[src/common/bus_pkg.sv]
package bus_pkg;

    // the data bus is word addressed.
    // The address counts 32-bit words, not bytes.
    typedef logic [31:0] adr_t;

    typedef logic [31:0] dat_t; // one bus data word.

    // one select bit per byte lane of a data word.
    typedef logic [3:0] sel_t;

    typedef logic [7:0] byte_t; // a single byte lane.

    // number of byte lanes in a data word.
    localparam int DAT_BYTES = 4;

endpackage

[src/seg7/seg7_display.sv]
`timescale 1ns/100ps

module seg7_display #(
    parameter int unsigned SCAN_BITS = 16
) (
    input  logic           clk_i,
    input  logic           rst_n_i,

    input  logic           stb_i,
    input  logic           we_i,
    input  logic           reg_i,
    input  bus_pkg::sel_t  sel_i,
    input  bus_pkg::dat_t  wdat_i,
    output bus_pkg::dat_t  rdat_o,

    output logic [7:0]     seg_o,
    output logic [3:0]     an_o
);

    import bus_pkg::*;

    logic [15:0]          digits_q; // four hex digits, digit 0 in the low nibble.
    byte_t                ctrl_q;   // points in [7:4] and digit enables in [3:0].
    logic [SCAN_BITS-1:0] scan_q;
    logic [1:0]           digit_q;
    logic [3:0]           nibble;
    logic                 dig_en;
    logic                 dig_dp;

    // segments gfedcba for one hex digit.
    // A segment is lit when its bit is low.
    function automatic logic [6:0] hex_to_seg(input logic [3:0] nib);
        case (nib)
            4'h0:    return 7'h40;
            4'h1:    return 7'h79;
            4'h2:    return 7'h24;
            4'h3:    return 7'h30;
            4'h4:    return 7'h19;
            4'h5:    return 7'h12;
            4'h6:    return 7'h02;
            4'h7:    return 7'h78;
            4'h8:    return 7'h00;
            4'h9:    return 7'h10;
            4'hA:    return 7'h08;
            4'hB:    return 7'h03;
            4'hC:    return 7'h46;
            4'hD:    return 7'h21;
            4'hE:    return 7'h06;
            default: return 7'h0E;
        endcase
    endfunction

    always_ff @(posedge clk_i) begin
        if (!rst_n_i) begin
            digits_q <= '0;
            ctrl_q   <= '0;
        end else if (stb_i && we_i) begin
            if (!reg_i) begin
                if (sel_i[0]) digits_q[7:0]  <= wdat_i[7:0];
                if (sel_i[1]) digits_q[15:8] <= wdat_i[15:8];
            end else if (sel_i[0]) begin
                ctrl_q <= wdat_i[7:0];
            end
        end
    end

    // read data is taken on the strobe and used by the bus one cycle later.
    always_ff @(posedge clk_i) begin
        if (stb_i && !we_i) begin
            rdat_o <= reg_i ? dat_t'(ctrl_q) : dat_t'(digits_q);
        end
    end

    // the digit moves on each time the scan counter wraps.
    always_ff @(posedge clk_i) begin
        if (!rst_n_i) begin
            scan_q  <= '0;
            digit_q <= '0;
        end else begin
            scan_q <= scan_q + 1'b1;
            if (&scan_q) begin
                digit_q <= digit_q + 1'b1;
            end
        end
    end

    assign nibble = digits_q[4*digit_q +: 4];
    assign dig_en = ctrl_q[digit_q];
    assign dig_dp = ctrl_q[4 + digit_q];

    assign an_o  = dig_en ? ~(4'b0001 << digit_q) : 4'hF;
    assign seg_o = dig_en ? {~dig_dp, hex_to_seg(nibble)} : 8'hFF; // blank when off.

endmodule

[config.mk]
export PLATFORM = sky130hd
export DESIGN_NAME = seg7_display
export DESIGN_NICKNAME = d
export VERILOG_FILES = /design/src/common/bus_pkg.sv /design/src/seg7/seg7_display.sv
export SDC_FILE = /design/constraint.sdc
export NUM_CORES = 1
export LEC_CHECK = 0
export BUFFER_PORTS_ARGS = -buffer_cell sky130_fd_sc_hd__buf_2
export CAP_MARGIN = 20
export CORE_MARGIN = 2
export CORE_UTILIZATION = 51
export CTS_CLUSTER_DIAMETER = 50
export DETAILED_ROUTE_END_ITERATION = 8
export GPL_TIMING_DRIVEN = 0
export PLACE_DENSITY = 0.79
export SLEW_MARGIN = 20
export SYNTH_ARGS = -nofsm -noshare
export SYNTH_HDL_FRONTEND = slang
export SYNTH_SLANG_ARGS = --single-unit
[constraint.sdc]
create_clock -name clk_i -period 2.7 [get_ports clk_i]
set_input_delay 0.675 -clock clk_i [delete_from_list [all_inputs] [get_ports clk_i]]
set_output_delay 0.675 -clock clk_i [all_outputs]
set_load 0.005 [all_outputs]
==> results_dict.tcl <==
set metrics [dict create \
    tightest_slew_ps 594 \
    critPathMaxStageDelay_ps 600 \
    cap_violations 0 \
    violations "setup timing" \
    skew_ps 6.34 \
    power_mw 1.85 \
    fmax_mhz 342 \
    ys_seq_area_frac 0.461 \
    diodes 0 \
    cp-start-kind "register" \
    clock_power_share 0.425 \
    start_util 0.523 \
    clock-root-buffer "clkbuf_8" \
    synth.distinct_cells 35 \
    grt_pass1_wl_um 10400 \
    dpl.cell_count 439 \
    combinationalPowerShare 0.074 \
    crit_path_start "digit_q[1]" \
    period_share 1.08 \
    grt_pass1_vias 2219 \
    numPortBuffers 49 \
    p_switching_mw 0.397 \
    cts_hold_buf 0 \
    nets 446 \
    finalSetupViolCount 7 \
    crit_fanout 5 \
    relSlewSlack 0.604 \
    drtIter0Drc 147 \
    clkTransAtPathRegs_ps 60 \
    clk_latency_ps 330 \
    drv_slew 0 \
    track_usage 0.222 \
    clockBufferDepth 2 \
    ys_top_cells_by_area "dfxtp_1 (29%), edfxtp_1 (17%), nand2_1 (7.7%)" \
    layout_commonest_cell "nand2_1" \
    hold_violations 0 \
    final_antenna_net_count 0 \
    ir_drop_v 0.000355 \
    syn_area_per_cell_um2 9.48 \
    finalCriticalPeriod_ps 2920 \
    critPathSlowestCell "mux4_2" \
    die_x_um 78.9 \
    place_ws_ps -137 \
    r2r_slack_ps 820 \
    grt_antenna_before_repair 0 \
    swShare 0.215 \
    internal_power_mw 1.45 \
    path_buf_inv 3 \
    worstSetupEndpointType "output pin" \
    finalWirelength_um 6690 \
    dr.pass1.iters 4 \
    crit_family "multiplexers" \
    yosysWarnings 0 \
    drc 0 \
    crit_chain "buf_6, mux4_2, inv_2, ha_2, mux2i_1, o221ai_1, buf_2" \
    synth_cells 302 \
    area_growth_pct 28.0 \
    leakage_nw 1.41 \
    worstPathArrival_ps 2250 \
    grt_max_degree 12 \
    io_pins 85 \
    yosys.area.top_type "dfxtp_1" \
    dpl-instance-area_mm2 0.00327 \
    ys_ff_latch 58 \
    cts_sinks 58 \
    dp_hpwl_um 4430 \
    drive_gt1_frac 0.323 \
    critical_path_required_ps 2030 \
    timing.final.ws_setup_ps -223 \
    hold_path_startpoint "scan_q[0]" \
    layout.cells.non_filler 471 \
    yosysTopAreaCellShare 0.294 \
    grt-ovfl-total 0 \
    rsz0062_at_grt "yes" \
    critPathKind "register to output pin" \
    die_y_um 78.9 \
    mostFrequentLayoutCells "nand2_1 (58), buf_2 (50), dfxtp_1 (41)" \
    cts_buffers 9 \
    routabilityCongestion 0.764 \
    hold_class "register to register" \
    syn_area_mm2 0.00286 \
    dr_total_vias 2392 \
    routedWlPerCell_um 14.2 \
    design_area_mm2 0.00367 \
    cts_tree "built" \
    dieArea_mm2 0.00623 \
    core_area_mm2 0.00547 \
    r2r-start "scan_q[0]" \
    sequentialPowerShare 0.501 \
    power.density_mw_per_mm2 504 \
    htreeDepth 3 \
    vias_per_cell 5.08 \
    rows 27 \
    outcome "finished, violations left" \
]
-- per-stage QoR --
stage	utilization	setup TNS [ps]	hold slack, ps
6_report	0.670	-1090	461
4_1_cts	0.650	-1070	468
5_1_grt	0.670	-1660	479
3_5_place_dp	0.597	-352	453
2_1_floorplan	-	0	430
3_3_place_gp	0.595	-196	446
-- power groups by stage --
| stage | Combinational, mW | Sequential, mW | Clock, mW |
|---|---|---|---|
| floorplan | 0.0764 | 0.943 | 0 |
| global placement | 0.122 | 0.943 | 0 |
| detailed placement | 0.126 | 0.943 | 0 |
| CTS | 0.130 | 0.925 | 0.796 |
| global route | 0.152 | 0.927 | 0.841 |
| finish | 0.137 | 0.926 | 0.785 |
-- cells by family after synthesis --
logic type / count (synthesis) / synth area share
xor gates and xnor gates: 13 / 0.0398
buffers and inverters: 42 / 0.0839
and+or+nand+nor: 118 / 0.193
DFF: 58 / 0.461
other: 1 / 0.00131
AOI/OAI and AO/OA: 43 / 0.0843
muxes: 16 / 0.0887
adders and majority gates: 11 / 0.0481
-- final timing paths --
| check | to | cells after the start |
|---|---|---|
| worst max-delay path | seg_o[4] | 7 |
| worst max register to register | digit_q[1] | 5 |
| worst min register to register | scan_q[0] | 1 |
| worst min-delay path | scan_q[0] | 1 |
-- cell type report --
| cell class | instances | area, µm² |
|---|---|---|
| Sequential cell | 58 | 1320 |
| Buffer | 30 | 199 |
| Clock buffer | 13 | 159 |
| Inverter | 12 | 45.0 |
| Clock inverter | 3 | 40.0 |
| Tap cell | 72 | 90.1 |
| Multi-Input combinational cell | 218 | 1430 |
| Fill cell | 446 | 1810 |
| Timing Repair Buffer | 65 | 378 |
-- per-layer routing --
layer  routed length (µm)  vias to the layer above  share of wire  global-route usage
met4                   85                        0          0.013              0.0621
met3                  624                        7          0.093              0.0898
li1                     -                     1191              -                   -
met2                 3270                       88           0.49               0.365
met5                    0                        -              0                   0
met1                 2720                     1106           0.41               0.270
-- repair_timing --
item,in CTS,in global routing
setup buffers,6,8
endpoints found under the setup margin,7,12
cloned,2,0
resized for setup,8,18
pin swaps,2,7
-- Yosys cell counts --
cell,count
ha_1,11
nand3_1,7
nand2b_1,1
nand4_1,4
nor2_1,15
and3_1,3
and4_1,1
mux2_2,9
a21oi_1,30
mux4_1,2
dfxtp_1,42
conb_1,1
mux4_2,4
xnor2_1,11
inv_1,12
xor2_1,2
nor4_1,3
nor4b_1,1
nor3_1,4
or2_4,1
and2_1,1
a211oi_1,2
buf_4,16
or3_1,5
nand2_1,59
edfxtp_1,16
o211ai_1,1
and2b_1,2
mux2i_1,1
o21ai_0,5
or3b_1,1
o221ai_1,5
nor2b_1,10
buf_6,3
clkbuf_1,11
-- registers in the layout, summed over array words and instances, names as in the netlist --
signal	cells
scan_q	16
rdat_o	16
digit_q	2
ctrl_q	8
digits_q	16
-- worst reg2reg max path: cells and delay by family, from the launching register on --
family                   cells  cell delay, ps
adder cells (fa/ha/maj)      1             200
AO/OA/AOI/OAI                1             130
AND/OR/NAND/NOR              3            1110
flip-flops                   1             370
Note: power is estimated with default switching activity, not from simulation.
