[src/common/bus_pkg.sv]
package bus_pkg;

    // the data bus is word addressed.
    // The address counts 32-bit words, not bytes.
    typedef logic [31:0] adr_t;

    typedef logic [31:0] dat_t; // one bus data word.

    // one select bit per byte lane of a data word.
    typedef logic [3:0] sel_t;

    typedef logic [7:0] byte_t; // a single byte lane.

    // number of byte lanes in a data word.
    localparam int DAT_BYTES = 4;

endpackage

[src/common/soc_map_pkg.sv]
package soc_map_pkg;

    localparam int NUM_SLAVES = 4; // slaves on the data bus, default slave included.

    typedef logic [$clog2(NUM_SLAVES)-1:0] slv_idx_t;

    // slave order is also the decode priority.
    localparam slv_idx_t SLV_RAM     = slv_idx_t'(0);
    localparam slv_idx_t SLV_SEG7    = slv_idx_t'(1);
    localparam slv_idx_t SLV_LED     = slv_idx_t'(2);
    localparam slv_idx_t SLV_DEFAULT = slv_idx_t'(3);

    // the RAM starts at the reset vector.
    // Its base is aligned to 2^16 words, so at most 16 address bits fit below it.
    localparam bus_pkg::adr_t RAM_BASE  = 32'h0001_0000;

    localparam bus_pkg::adr_t SEG7_BASE = 32'h0000_0100; // two registers.
    localparam bus_pkg::adr_t SEG7_MASK = 32'hFFFF_FFFE;

    localparam bus_pkg::adr_t LED_BASE  = 32'h0000_0080; // a single register.
    localparam bus_pkg::adr_t LED_MASK  = 32'hFFFF_FFFF;

    localparam bus_pkg::dat_t DEFAULT_RDATA = 32'hFFFF_FFFF; // read from unmapped space.

    // match mask for a RAM with abits word-address bits.
    function automatic bus_pkg::adr_t ram_mask(input int unsigned abits);
        return ~((bus_pkg::adr_t'(1) << abits) - bus_pkg::adr_t'(1));
    endfunction

endpackage

[src/design/wb_mux.sv]
`timescale 1ns/100ps

module wb_mux #(
    parameter int unsigned RAM_ABITS = 10
) (
    input  logic                  clk_i,
    input  logic                  rst_n_i,

    input  logic                  wbm_cyc_i,
    input  logic                  wbm_stb_i,
    input  logic                  wbm_we_i,
    input  bus_pkg::adr_t         wbm_adr_i,
    input  bus_pkg::sel_t         wbm_sel_i,
    input  bus_pkg::dat_t         wbm_dat_i,
    output bus_pkg::dat_t         wbm_dat_o,
    output logic                  wbm_ack_o,

    output logic                  ram_en_o,
    output logic                  ram_we_o,
    output bus_pkg::sel_t         ram_sel_o,
    output logic [RAM_ABITS-1:0]  ram_adr_o,
    output bus_pkg::dat_t         ram_wdat_o,
    input  bus_pkg::dat_t         ram_rdat_i,

    output logic                  seg_stb_o,
    output logic                  seg_we_o,
    output bus_pkg::sel_t         seg_sel_o,
    output logic                  seg_reg_o,
    output bus_pkg::dat_t         seg_wdat_o,
    input  bus_pkg::dat_t         seg_rdat_i,

    output logic [7:0]            led_o
);

    import bus_pkg::*;
    import soc_map_pkg::*;

    localparam adr_t RAM_MASK = ram_mask(RAM_ABITS);

    logic     pending_q; // set for the ack cycle of a request.
    logic     req;
    slv_idx_t slv_d;
    slv_idx_t slv_q;     // slave that answers the current ack.
    byte_t    led_q;
    logic     led_wr;

    // a request starts on the first cycle of stb with cyc.
    // The cycle after that is the ack cycle and never starts one.
    assign req = wbm_cyc_i & wbm_stb_i & ~pending_q;

    always_comb begin
        if ((wbm_adr_i & RAM_MASK) == RAM_BASE) begin
            slv_d = SLV_RAM;
        end else if ((wbm_adr_i & SEG7_MASK) == SEG7_BASE) begin
            slv_d = SLV_SEG7;
        end else if ((wbm_adr_i & LED_MASK) == LED_BASE) begin
            slv_d = SLV_LED;
        end else begin
            slv_d = SLV_DEFAULT; // nothing matched.
        end
    end

    assign ram_en_o   = req & (slv_d == SLV_RAM);
    assign ram_we_o   = wbm_we_i;
    assign ram_sel_o  = wbm_sel_i;
    assign ram_adr_o  = wbm_adr_i[RAM_ABITS-1:0];
    assign ram_wdat_o = wbm_dat_i;

    assign seg_stb_o  = req & (slv_d == SLV_SEG7);
    assign seg_we_o   = wbm_we_i;
    assign seg_sel_o  = wbm_sel_i;
    assign seg_reg_o  = wbm_adr_i[0];  // register offset inside the display.
    assign seg_wdat_o = wbm_dat_i;

    // only lane 0 of the LED register holds anything.
    assign led_wr = req & wbm_we_i & wbm_sel_i[0] & (slv_d == SLV_LED);

    always_ff @(posedge clk_i) begin
        if (!rst_n_i) begin
            pending_q <= 1'b0;
            slv_q     <= SLV_DEFAULT;
            led_q     <= '0;
        end else begin
            pending_q <= req; // clears again on the ack cycle.
            if (req) begin
                slv_q <= slv_d;
            end
            if (led_wr) begin
                led_q <= wbm_dat_i[7:0];
            end
        end
    end

    assign wbm_ack_o = pending_q;
    assign led_o     = led_q;

    // every slave has its read data ready on the ack cycle.
    always_comb begin
        case (slv_q)
            SLV_RAM:  wbm_dat_o = ram_rdat_i;
            SLV_SEG7: wbm_dat_o = seg_rdat_i;
            SLV_LED:  wbm_dat_o = dat_t'(led_q);
            default:  wbm_dat_o = DEFAULT_RDATA; // the default slave ignores writes.
        endcase
    end

endmodule

[config.mk]
export PLATFORM = sky130hd
export DESIGN_NAME = wb_mux
export DESIGN_NICKNAME = d
export VERILOG_FILES = /design/src/common/bus_pkg.sv /design/src/common/soc_map_pkg.sv /design/src/design/wb_mux.sv
export SDC_FILE = /design/constraint.sdc
export NUM_CORES = 1
export LEC_CHECK = 0
export BUFFER_PORTS_ARGS = -buffer_cell sky130_fd_sc_hd__buf_2
export CAP_MARGIN = 0
export CORE_AREA = 2 2 103 105
export DETAILED_ROUTE_END_ITERATION = 10
export DIE_AREA = 0 0 105 107
export GPL_ROUTABILITY_DRIVEN = 0
export PLACE_DENSITY = 0.6
export SLEW_MARGIN = 20
export SYNTH_ARGS = -nofsm -noshare
export SYNTH_HDL_FRONTEND = slang
export SYNTH_SLANG_ARGS = --single-unit
[constraint.sdc]
create_clock -name clk_i -period 2.46 [get_ports clk_i]
set_input_delay 0.615 -clock clk_i [delete_from_list [all_inputs] [get_ports clk_i]]
set_output_delay 0.615 -clock clk_i [all_outputs]
set_load 0.005 [all_outputs]
==> out/results.tsv <==
stage	metric	value	unit
cts	post-CTS sizing	0	
setup_path	critical setup path kind	primary input to output pin	
run	max-cap violation count	0	
synthesis	Syn Nets	389	
synthesis	largest family of logic cells by synthesized area	buffers and inverters	
setup_path	Worst R2R Path Depth	5	
sta	Fin. Hold Viols	0	
cts	CTS buffer count	3	
global_route	vias in the first global route	1891	
global_route	pin count of the biggest net entering global routing	22	
cts	setup bufs post-CTS	0	
synthesis	Seq cells post-synth	11	
place	detailed placement HPWL	4980	µm
floorplanning	Chip Width	105	µm
run_status	status	completed	
sta	Worst slew margin	70.7	%
layout	Nets	484	
synthesis	Synth area leaders	buf_4 (37%), nand2_1 (15%), dfxtp_1 (13%)	
synthesis	Synth area leader	buf_4	
sta	Worst Max-Slew Pin Slew	0.440	ns
route	Total Wirelength	5870	µm
synthesis	Top FF cell, synth	dfxtp_1	
cts	H-tree depth	1	
layout	Diodes inserted	0	
floorplanning	starting density of the core	17.2	%
synthesis	Mapped Avg Cell Area	6.87	µm²
cts	Reg clk slew, reported paths	0.05	ns
global_route	initial antenna violation count	0	
global_route	Remaining Overflow, GRT	0	
power_and_ir_drop	leakage	1.09	nW
sta	Tcrit/Tclk final	91.3	%
hold_path	hold crit path type	flop to flop	
floorplanning	# IOs	265	
synthesis	Simple-Gate Fraction of Synth Area	23.7	%
synthesis	Syn Inst Count	252	
hold_path	hold path startpoint	led_o[6]$_SDFFE_PN0P_	
power_and_ir_drop	total power	503	µW
setup_path	reg2reg end	led_o[4]$_SDFFE_PN0P_	
sta	fmax	445	MHz
synthesis	Synth top area share	36.8	%
route	Remaining DRCs	0	
hold_path	WHS Endpoint	led_o[6]$_SDFFE_PN0P_	
cts	Hold Buf Count CTS	0	
synthesis	most frequent cells after synthesis	buf_4 (85), nand2_1 (67), o21ai_0 (24)	
cts	root buffer cell	clkbuf_8	
cts	CTS sink cnt	11	
sta	RSZ-0062 raised after global routing	false	
sta	Final Setup Violations	0	
route	via/cell ratio	3.93	
synthesis	Synth cell types	21	
sta	skew final	0.00120	ns
layout	final core occ	22.0	%
global_route	first-pass GRT wire length	9010	µm
sta	Max Slew Vio Count	0	
route	Antenna Nets Post-Route	0	
cts	Clock Latency Late Sink	0.23	ns
setup_path	worst reg2reg path startpoint	wbm_ack_o$_SDFF_PN0_	
sta	Final TNS setup	0	ns
synthesis	Synth Warn #	0	
floorplanning	Core Area	10100	µm²
synthesis	post-synthesis compound-gate area fraction	13.0	%
setup_path	flop2flop setup slack	0.77	ns
power_and_ir_drop	Power Density	226	nW/µm²
synthesis	synthesized area	1730	µm²
route	drt wl/cell	12.2	µm
setup_path	type of origin of the critical path	primary input	
synthesis	asr flop ratio synth	0	%
synthesis	EDFF count, synth	0	
setup_path	CP required	1.85	ns
power_and_ir_drop	worst vdd ir	237	µV
route	TritonRoute pass-1 iters	4	
synthesis	Post-Synth XOR/XNOR Area	0	%
cts	TritonCTS clock tree	done	
place	Buffers on Ports	183	
synthesis	post-synthesis mux area share	9.83	%
route	via count	1892	
cts	CTS max path bufs	2	
floorplanning	Die H	107	µm
layout	Area growth, synth to finish	28.5	%
setup_path	CP max FO	5	
setup_path	CP arrival	1.63	ns
floorplanning	# rows	37	
route	drt initial violations	76	
synthesis	most frequent cell after synthesis	buf_4	
sta	Tmin final	2.25	ns
layout	share of layout cells above drive strength 1	59.8	%
synthesis	register area share after synthesis	12.7	%
global_route	GRT Total Usage	9.70	%
setup_path	CP Capture Type	output pin	
hold_path	hold depth	2	
floorplanning	DIE AREA	11200	µm²
synthesis	post-synthesis adder-cell area fraction	0	%
-- placed cells by master (no fill, tap or decap) --
master / synthesis / final
a41oi_1: 2 / 2
and2_1: 1 / 1
and3b_1: 1 / 1
buf_12: 0 / 1
buf_2: 0 / 183
buf_4: 85 / 5
clkbuf_1: 13 / 1
clkbuf_8: 0 / 3
dfxtp_1: 11 / 11
inv_1: 2 / 2
mux2_2: 8 / 8
mux2i_1: 8 / 8
nand2_1: 67 / 67
nand2b_1: 1 / 1
nand3_1: 2 / 2
nand4_1: 3 / 3
nor2_1: 3 / 2
nor2_2: 0 / 1
nor3_1: 3 / 3
nor4_2: 6 / 6
o21ai_0: 24 / 24
o22a_1: 8 / 8
o32ai_1: 2 / 2
or4_1: 1 / 1
-- how the worst max path moves through the flow --
stage,to,from
floorplan,led_o[0]$_SDFFE_PN0P_,wbm_adr_i[10]
global placement,led_o[5]$_SDFFE_PN0P_,wbm_adr_i[11]
detailed placement,led_o[6]$_SDFFE_PN0P_,wbm_adr_i[17]
CTS,seg_stb_o,wbm_adr_i[17]
global route,ram_en_o,wbm_adr_i[10]
finish,ram_en_o,wbm_adr_i[17]
-- per-layer routing --
layer,GRT usage [%],share of wire (%)
met1,10.5,38
met2,17.5,49
met3,2.31,8.4
met4,5.14,3.7
met5,0,0
-- sequential cells by signal, indices dropped and copies added (netlist names) --
register,count
slv_q,2
led_o,8
wbm_ack_o,1
-- cell families (layout without fill, tap and decap cells) --
group,count (synthesis),in the layout
DFF,11,11
AOI/OAI and AO/OA,36,36
and+or+nand+nor,88,88
buffers and inverters,101,195
muxes,16,16
-- report_power, final --
group,switching (mW),internal [mW]
clock,0.0671,0.114
sequential,0.000317,0.179
combinational,0.0579,0.0850
total,0.125,0.378
-- worst max-delay path, stage by stage --
cell     delay (ns)
buf_2          0.11
nor4_2         0.27
nand4_1        0.26
nor3_1         0.23
buf_2          0.14
-- cell type report --
class                           instances  area (µm²)
Clock buffer                            4        45.0
Fill cell                            1212        7870
Inverter                                2        7.51
Multi-Input combinational cell        140         808
Sequential cell                        11         220
Tap cell                              136         170
Timing Repair Buffer                  189         973
-- through the flow --
step / hold WS, ns / setup WS (ns) / area (µm²) / instances
after floorplan: 0.464 / 0.482 / 1730 / 252
after global placement: 0.458 / 0.194 / 2180 / 478
after detailed placement: 0.464 / 0.141 / 2180 / 478
after CTS: 0.476 / 0.190 / 2220 / 482
after global routing: 0.499 / 0.111 / 2220 / 482
final: 0.474 / 0.214 / 2220 / 482
Power figures use the tool's default switching activity.
